### src/pll_config.svh
// PLL subsystem sizing
// widths of the divider fields, FIFO depth, credit counter and lock time
// shared by the package and every module of the subsystem

`ifndef PLL_CONFIG_SVH
`define PLL_CONFIG_SVH

//##############################
// divider fields
//##############################
`define PLL_DIVIN_W    8   // reference divider M
`define PLL_DIVFB_W    8   // integer part of N
`define PLL_FRAC_W     8   // fraction of N, 1/256 steps
`define PLL_DIVOUT_W   8   // post divider

//##############################
// flow control and lock
//##############################
`define PLL_FIFO_DEPTH 4   // config words in flight
`define PLL_CREDIT_W   3   // holds 0..depth
`define PLL_LOCK_TIME  32  // fb ticks to freqlock
`define PLL_ACC_W      17  // divin*256 plus one step

`endif

### src/pll_pkg.sv
// PLL subsystem types
// vector typedefs for the configuration fields, the credit count and
// the phase accumulator, plus the core state encoding

`default_nettype none

`include "pll_config.svh"

package pll_pkg;

   //##############################
   // configuration fields
   //##############################
   typedef logic [`PLL_DIVIN_W-1:0]  divin_t;    // reference divider M
   typedef logic [`PLL_DIVFB_W-1:0]  divfb_t;    // integer N
   typedef logic [`PLL_FRAC_W-1:0]   divfrac_t;  // fractional N
   typedef logic [`PLL_DIVOUT_W-1:0] divout_t;   // post divider

   //##############################
   // internal counters
   //##############################
   typedef logic [`PLL_CREDIT_W-1:0] credit_t;   // producer credits
   typedef logic [`PLL_ACC_W-1:0]    acc_t;      // vco phase

   // core FSM
   typedef enum logic [1:0] {
      PLL_OFF     = 2'd0,  // idle or bad ratio
      PLL_ACQUIRE = 2'd1,  // counting fb ticks
      PLL_LOCKED  = 2'd2   // freqlock up
   } pll_state_t;

endpackage

`default_nettype wire

### src/pll_cfg_fifo.sv
// PLL configuration FIFO
// circular buffer of configuration words with a fall-through head
// every pop is returned to the producer as a registered credit

`timescale 1ns/1ns
`default_nettype none

`include "pll_config.svh"

module pll_cfg_fifo (
   input  wire                     en,
   input  wire                     en_n,
   input  wire                     push,          // write head of tail
   input  wire pll_pkg::divin_t    push_divin,
   input  wire pll_pkg::divfb_t    push_divfb,
   input  wire pll_pkg::divfrac_t  push_divfrac,
   input  wire pll_pkg::divout_t   push_divout,
   input  wire                     push_clken,
   input  wire                     pop,           // consume head
   output logic                    empty,
   output pll_pkg::divin_t         head_divin,
   output pll_pkg::divfb_t         head_divfb,
   output pll_pkg::divfrac_t       head_divfrac,
   output pll_pkg::divout_t        head_divout,
   output logic                    head_clken,
   output logic                    credit_ret     // cycle after pop
);

   import pll_pkg::*;

   localparam int DEPTH = `PLL_FIFO_DEPTH;
   localparam int PTR_W = $clog2(DEPTH);
   localparam int CNT_W = $clog2(DEPTH + 1);

   divin_t     mem_divin   [DEPTH];
   divfb_t     mem_divfb   [DEPTH];
   divfrac_t   mem_divfrac [DEPTH];
   divout_t    mem_divout  [DEPTH];
   logic       mem_clken   [DEPTH];
   logic [PTR_W-1:0] wr_ptr;  // next free slot
   logic [PTR_W-1:0] rd_ptr;  // current head
   logic [CNT_W-1:0] count;   // occupancy
   logic             do_pop;

   function automatic logic [PTR_W-1:0] ptr_next(input logic [PTR_W-1:0] p);
      return (p == PTR_W'(DEPTH - 1)) ? '0 : p + 1'b1;  // wrap at depth
   endfunction

   assign empty  = (count == '0);
   assign do_pop = pop & ~empty;  // ignore pop on empty

   // fall-through head
   assign head_divin   = mem_divin[rd_ptr];
   assign head_divfb   = mem_divfb[rd_ptr];
   assign head_divfrac = mem_divfrac[rd_ptr];
   assign head_divout  = mem_divout[rd_ptr];
   assign head_clken   = mem_clken[rd_ptr];

   //##############################
   // pointers and occupancy
   //##############################
   always_ff @(posedge en or negedge en_n) begin
      if (!en_n) begin
         wr_ptr     <= '0;
         rd_ptr     <= '0;
         count      <= '0;
         credit_ret <= 1'b0;
      end else begin
         credit_ret <= do_pop;  // slot freed, tell producer
         if (push) wr_ptr <= ptr_next(wr_ptr);
         if (do_pop) rd_ptr <= ptr_next(rd_ptr);
         case ({push, do_pop})
            2'b10:   count <= count + 1'b1;
            2'b01:   count <= count - 1'b1;
            default: count <= count;
         endcase
      end
   end

   // storage
   always_ff @(posedge en) begin
      if (push) begin
         mem_divin[wr_ptr]   <= push_divin;
         mem_divfb[wr_ptr]   <= push_divfb;
         mem_divfrac[wr_ptr] <= push_divfrac;
         mem_divout[wr_ptr]  <= push_divout;
         mem_clken[wr_ptr]   <= push_clken;
      end
   end

endmodule

`default_nettype wire

### src/pll_cfg_producer.sv
// PLL configuration producer
// takes host words while it holds a credit and forwards them to the
// config FIFO one cycle later; one credit comes back per FIFO pop

`timescale 1ns/1ns
`default_nettype none

`include "pll_config.svh"

module pll_cfg_producer (
   input  wire                     en,           // reference clock
   input  wire                     en_n,         // async reset, active low
   input  wire                     cfg_valid,    // host word present
   input  wire pll_pkg::divin_t    cfg_divin,
   input  wire pll_pkg::divfb_t    cfg_divfb,
   input  wire pll_pkg::divfrac_t  cfg_divfrac,
   input  wire pll_pkg::divout_t   cfg_divout,
   input  wire                     cfg_clken,
   input  wire                     credit_ret,   // one slot freed
   output logic                    cfg_ready,    // credit available
   output logic                    push,         // write strobe to FIFO
   output pll_pkg::divin_t         push_divin,
   output pll_pkg::divfb_t         push_divfb,
   output pll_pkg::divfrac_t       push_divfrac,
   output pll_pkg::divout_t        push_divout,
   output logic                    push_clken
);

   import pll_pkg::*;

   credit_t credits;  // free FIFO slots as seen here
   logic    accept;   // host handshake this cycle

   assign cfg_ready = (credits != '0);
   assign accept    = cfg_valid & cfg_ready;

   //##############################
   // credit counter
   //##############################
   always_ff @(posedge en or negedge en_n) begin
      if (!en_n) begin
         credits <= credit_t'(`PLL_FIFO_DEPTH);  // FIFO starts empty
         push    <= 1'b0;
      end else begin
         push <= accept;  // word goes out next cycle
         case ({accept, credit_ret})
            2'b10:   credits <= credits - 1'b1;  // spent on accept
            2'b01:   credits <= credits + 1'b1;  // returned by pop
            default: credits <= credits;         // none, or both cancel
         endcase
      end
   end

   // output stage, valid only with push
   always_ff @(posedge en) begin
      if (accept) begin
         push_divin   <= cfg_divin;
         push_divfb   <= cfg_divfb;
         push_divfrac <= cfg_divfrac;
         push_divout  <= cfg_divout;
         push_clken   <= cfg_clken;
      end
   end

endmodule

`default_nettype wire

### src/pll_core.sv
// PLL core, cycle based
// fractional-N phase accumulator gives the vco tick, divider N the
// feedback tick, the post divider the output strobe; a lock counter on
// feedback ticks raises freqlock, bypass forces the output strobe

`timescale 1ns/1ns
`default_nettype none

`include "pll_config.svh"

module pll_core (
   input  wire                     en,
   input  wire                     en_n,
   input  wire                     empty,         // no config waiting
   input  wire pll_pkg::divin_t    head_divin,
   input  wire pll_pkg::divfb_t    head_divfb,
   input  wire pll_pkg::divfrac_t  head_divfrac,
   input  wire pll_pkg::divout_t   head_divout,
   input  wire                     head_clken,
   input  wire                     bypass,
   output logic                    pop,           // take head word
   output logic                    vco_tick,
   output logic                    fb_tick,
   output logic                    out_strobe,
   output logic                    freqlock,
   output logic                    bypass_active
);

   import pll_pkg::*;

   localparam int LOCK_W = $clog2(`PLL_LOCK_TIME + 1);

   pll_state_t        state;
   divin_t            divin_r;     // active config
   divfb_t            divfb_r;
   divfrac_t          divfrac_r;
   divout_t           divout_r;
   logic              clken_r;
   acc_t              acc;         // vco phase, always below M
   acc_t              acc_sum;
   acc_t              step;        // N in 1/256 units
   acc_t              modulus;     // M in 1/256 units
   acc_t              head_step;
   acc_t              head_mod;
   divfb_t            fb_cnt;      // vco ticks since last fb tick
   divout_t           out_cnt;     // vco ticks since last strobe
   logic [LOCK_W-1:0] lock_cnt;    // fb ticks while acquiring
   logic              head_ok;     // waiting ratio usable
   logic              running;
   logic              locked;
   logic              fb_wrap;
   logic              out_wrap;

   //##############################
   // ratio decode
   //##############################
   assign step      = acc_t'({divfb_r, divfrac_r});
   assign modulus   = acc_t'({divin_r, {`PLL_FRAC_W{1'b0}}});
   assign head_step = acc_t'({head_divfb, head_divfrac});
   assign head_mod  = acc_t'({head_divin, {`PLL_FRAC_W{1'b0}}});
   assign head_ok   = (head_divin != '0) && (head_step != '0) && (head_step < head_mod);

   assign pop     = ~empty;  // new word overrides at once
   assign running = (state != PLL_OFF);
   assign locked  = (state == PLL_LOCKED);

   //##############################
   // tick generation
   //##############################
   assign acc_sum  = acc + step;
   assign vco_tick = running && (acc_sum >= modulus);  // phase wraps past M
   assign fb_wrap  = (divfb_r <= divfb_t'(1)) || (fb_cnt == divfb_r - 1'b1);
   assign out_wrap = (divout_r <= divout_t'(1)) || (out_cnt == divout_r - 1'b1);
   assign fb_tick  = vco_tick && fb_wrap;

   assign out_strobe    = bypass | (locked & clken_r & vco_tick & out_wrap);
   assign freqlock      = locked;
   assign bypass_active = bypass;

   //##############################
   // FSM and counters
   //##############################
   always_ff @(posedge en or negedge en_n) begin
      if (!en_n) begin
         state    <= PLL_OFF;
         acc      <= '0;
         fb_cnt   <= '0;
         out_cnt  <= '0;
         lock_cnt <= '0;
      end else if (pop) begin
         state    <= head_ok ? PLL_ACQUIRE : PLL_OFF;  // bad ratio parks
         acc      <= '0;  // restart phase
         fb_cnt   <= '0;
         out_cnt  <= '0;
         lock_cnt <= '0;  // relock from scratch
      end else if (running) begin
         acc <= vco_tick ? acc_sum - modulus : acc_sum;
         if (vco_tick) fb_cnt <= fb_wrap ? '0 : fb_cnt + 1'b1;
         if (locked && vco_tick) out_cnt <= out_wrap ? '0 : out_cnt + 1'b1;
         if (state == PLL_ACQUIRE && fb_tick) begin
            if (lock_cnt == LOCK_W'(`PLL_LOCK_TIME - 1)) state <= PLL_LOCKED;
            lock_cnt <= lock_cnt + 1'b1;
         end
      end
   end

   // config capture on pop
   always_ff @(posedge en) begin
      if (pop) begin
         divin_r   <= head_divin;
         divfb_r   <= head_divfb;
         divfrac_r <= head_divfrac;
         divout_r  <= head_divout;
         clken_r   <= head_clken;
      end
   end

endmodule

`default_nettype wire

### src/pll_subsys.sv
// PLL subsystem top
// host config path through the credit producer and config FIFO into
// the PLL core, all clocked by the reference clock

`timescale 1ns/1ns
`default_nettype none

module pll_subsys (
   input  wire                     en,
   input  wire                     en_n,
   input  wire                     cfg_valid,
   input  wire pll_pkg::divin_t    cfg_divin,
   input  wire pll_pkg::divfb_t    cfg_divfb,
   input  wire pll_pkg::divfrac_t  cfg_divfrac,
   input  wire pll_pkg::divout_t   cfg_divout,
   input  wire                     cfg_clken,
   input  wire                     bypass,
   output logic                    cfg_ready,
   output logic                    vco_tick,
   output logic                    fb_tick,
   output logic                    out_strobe,
   output logic                    freqlock,
   output logic                    bypass_active
);

   import pll_pkg::*;

   // producer to FIFO
   logic     push;
   divin_t   push_divin;
   divfb_t   push_divfb;
   divfrac_t push_divfrac;
   divout_t  push_divout;
   logic     push_clken;
   logic     credit_ret;
   // FIFO to core
   logic     empty;
   logic     pop;
   divin_t   head_divin;
   divfb_t   head_divfb;
   divfrac_t head_divfrac;
   divout_t  head_divout;
   logic     head_clken;

   pll_cfg_producer i_producer (
      .en, .en_n, .cfg_valid, .cfg_divin, .cfg_divfb, .cfg_divfrac, .cfg_divout,
      .cfg_clken, .credit_ret, .cfg_ready, .push, .push_divin, .push_divfb,
      .push_divfrac, .push_divout, .push_clken
   );

   pll_cfg_fifo i_fifo (
      .en, .en_n, .push, .push_divin, .push_divfb, .push_divfrac, .push_divout,
      .push_clken, .pop, .empty, .head_divin, .head_divfb, .head_divfrac,
      .head_divout, .head_clken, .credit_ret
   );

   pll_core i_core (
      .en, .en_n, .empty, .head_divin, .head_divfb, .head_divfrac, .head_divout,
      .head_clken, .bypass, .pop, .vco_tick, .fb_tick, .out_strobe, .freqlock,
      .bypass_active
   );

endmodule

`default_nettype wire

### config.mk
export PLATFORM = sky130hd
export DESIGN_NAME = pll_subsys
export DESIGN_NICKNAME = d
export VERILOG_FILES = /design/src/pll_pkg.sv /design/src/pll_cfg_fifo.sv /design/src/pll_cfg_producer.sv /design/src/pll_core.sv /design/src/pll_subsys.sv
export VERILOG_INCLUDE_DIRS = /design/src
export SDC_FILE = /design/constraint.sdc
export NUM_CORES = 1
export LEC_CHECK = 0
export ABC_CLOCK_PERIOD_IN_PS = 8900
export BUFFER_PORTS_ARGS = -buffer_cell sky130_fd_sc_hd__buf_4
export CAP_MARGIN = 40
export CORE_UTILIZATION = 55
export CTS_CLUSTER_DIAMETER = 50
export CTS_CLUSTER_SIZE = 8
export DETAILED_ROUTE_END_ITERATION = 8
export PLACE_DENSITY = 0.72
export SLEW_MARGIN = 40
export SYNTH_ARGS = -nofsm -noshare
export SYNTH_HDL_FRONTEND = slang
export SYNTH_SLANG_ARGS = --single-unit
### constraint.sdc
create_clock -name en -period 8.9 [get_ports en]
set_clock_uncertainty 0.15 [all_clocks]
set_input_delay 1.78 -clock en [delete_from_list [all_inputs] [get_ports en]]
set_output_delay 1.78 -clock en [all_outputs]
set_load 0.05 [all_outputs]
==> metrics.cfg <==
[run_status]
status = complete, no violations

[worst_setup_path]
required_ns = 6.97
path_max_fanout = 10
r2r_start = i_core.acc[0]$_DFFE_PN0P_
reg2reg_slack_ns = 3.56
end_kind = output port
cp-startpoint = i_core.acc[0]$_DFFE_PN0P_
cp-start-kind = register
worst-setup-path-type = register to output port
cp.arrival_ns = 5.42
reg2reg_depth = 17

[clocking]
post_cts_resized = 0
cts.sinks = 251
insertion_delay_ns = 0.52
hold_buffers = 0
numCtsBuffers = 39
clock_path_buffers = 3
cts_tree = yes
path_clk_slew_ns = 0.05
root_buffer = clkbuf_16
cts_setup_buffers = 0
htreeDepth = 2

[power_and_ir_drop]
seqPwrFrac_pct = 47.4
ir_worst_vdd_mv = 0.196
combPwrFrac_pct = 0.7
clkPwrFrac_pct = 51.8
power_uw = 2650
p_int_uw = 2140
p_leak_uw = 0.00499
switchingPower_uw = 510
switching_share_pct = 19.3
p_per_area_nw_per_um2 = 199

[logic_synthesis]
synth_nets = 901
ys_ff_latch = 251
synthDistinctLibCells = 67
syn_avg_cell_area_um2 = 14.1
synthFlopType = edfxtp_1
syn-cell-area_um2 = 11500
seq_area_frac_synth_pct = 63.3
yosysWarnings = 0
synth_edf_count = 198
async_reset_ff_share_pct = 21.1
synth_cells = 815

[sta]
rsz0062_at_grt = no
fin_crit_sh_pct = 82.6
tightest_slew_ns = 0.760
maxSlewHeadroom_pct = 49.0
whs_ns = 0.335
post-route-min-period_ns = 7.35
hold_viol_final = 0
max_freq_ghz = 0.136
setup_tns_ns = 0
slew_viol_final = 0
finalSetupViolCount = 0

[global_route]
grt_max_degree = 63
grt_pass1_vias = 7289
grt_first_pass_wirelength_um = 37600
grt-ovfl-total = 0
track_usage_pct = 22.7
antenna_found_initial = 0

[routing]
vias_per_cell = 6.02
drtPass1Iterations = 5
wl_per_cell_um = 20.2
antenna_left = 0
drt_iter0_markers = 438
num_vias = 7103
wirelength_um = 23800
drc_errors = 0

[finish]
post-route-util_pct = 65.3
antennaDiodeCount = 0
final_common_cell = edfxtp_1
final_nets = 965
drive_above_1_share_pct = 17.1
layout_common_cells = edfxtp_1, nand2_1, buf_4, dfrtp_1
final_cells = 1179
area_growth_pct = 15.8

[floorplan]
coreArea_um2 = 20400
die_area_um2 = 21500
initial_core_util_pct = 56.4
dieHeight_um = 147
io_pins = 43
die_x_um = 147
core.rowCount = 52

[placed_design]
gp_congestion = 0.861
place_inst = 1108
io_buffers = 42
place_hpwl_um = 15100

[flow_run]
drv_cap = 0

[worst_hold_path]
whs_path_depth = 0
min_from = i_producer.push_divfrac[0]$_DFFE_PP_
hold_path_class = register to register

-- power groups by stage --
stage,Clock (uW),Sequential [uW],Combinational [uW]
6_report,1370,1260,19.7
5_1_grt,1450,1250,21.4
4_1_cts,1400,1260,20.3
3_5_place_dp,0,1280,20.2
3_3_place_gp,0,1280,19.5
2_1_floorplan,0,1280,2.30
-- final cells by class --
cell class	count	area, um2
clock inverter	6	96.3
fill	1423	7060
multi-input combinational	499	3970
inverter	34	128
timing repair buffer	54	405
sequential	251	7270
clock buffer	65	1090
tap	270	338
-- per-stage QoR --
| step | area (um2) | worst slack [ns] |
|---|---|---|
| global placement | 12100 | 2.40 |
| finish | 13300 | 1.55 |
| floorplan | 11500 | 2.13 |
| global route | 13300 | 1.25 |
| detailed placement | 12100 | 2.27 |
| CTS | 13300 | 1.66 |
-- cells by family (layout without fill, tap and decap cells) --
logic type,Yosys count,in the layout,synth area share [%]
AOI/OAI and AO/OA,157,157,9.03
muxes,44,44,7.46
adders and majority gates,49,49,5.60
DFF,251,251,63.3
buffers and inverters,65,159,2.28
and+or+nand+nor,211,211,9.45
xor gates and xnor gates,38,38,2.90
-- registers in the layout, indices dropped and copies added, names as in the netlist, 6 cells and up --
register                 count
i_fifo.mem_divfrac          32
i_fifo.mem_divout           32
i_fifo.mem_divfb            32
i_core.lock_cnt              6
i_producer.push_divfb        8
i_core.divin_r               8
i_core.acc                  17
i_core.fb_cnt                8
i_fifo.mem_divin            32
i_producer.push_divfrac      8
i_core.divfb_r               8
i_core.divout_r              8
i_producer.push_divin        8
i_core.out_cnt               8
i_producer.push_divout       8
i_core.divfrac_r             8
-- layer usage --
metal / vias up / wire, um / global-route usage, %
met3: 41 / 1290 / 4.13
met5: - / 0 / 0
met4: 0 / 464 / 8.75
met1: 3549 / 10100 / 29.2
met2: 240 / 11900 / 38.4
li1: 3273 / - / -
-- worst paths after layout --
check / to
min: i_fifo.mem_divfrac[1][0]$_DFFE_PP_
max reg2reg: i_core.acc[9]$_DFFE_PN0P_
min in group asynchronous: i_producer.credits[1]$_DFFE_PN0P_
min reg2reg: i_fifo.mem_divfrac[1][0]$_DFFE_PP_
max in group asynchronous: i_fifo.rd_ptr[0]$_DFFE_PN0N_
max: out_strobe
-- synthesized netlist by cell type, drive strengths merged (11+ instances only) --
master	number	area share, %
mux4	33	6.5
ha	45	4.9
inv	34	1.1
nand2b	12	0.65
clkbuf	21	0.69
nor2	31	1.0
xor2	18	1.4
edfxtp	198	52
nand2	56	1.8
a21oi	45	2.0
nor3	28	1.2
o21ai	33	1.4
dfrtp	52	11
a211oi	11	0.76
nand3	17	0.74
xnor2	20	1.5
-- critical path: stages (launching register included) --
cell      delay (ns)
dfrtp_1         0.38
ha_1            0.25
fa_1            0.42
a21o_1          0.21
a221oi_2        0.34
o21ai_1         0.27
a41oi_1         0.35
nand2b_1        0.11
xor2_1          0.25
ha_1            0.34
o21ai_0         0.18
a31oi_1         0.08
o31a_1          0.29
a311oi_2        0.49
nand2_1         0.43
a41o_1          0.33
buf_4           0.18
No activity file was read; power rests on OpenSTA's default activity.
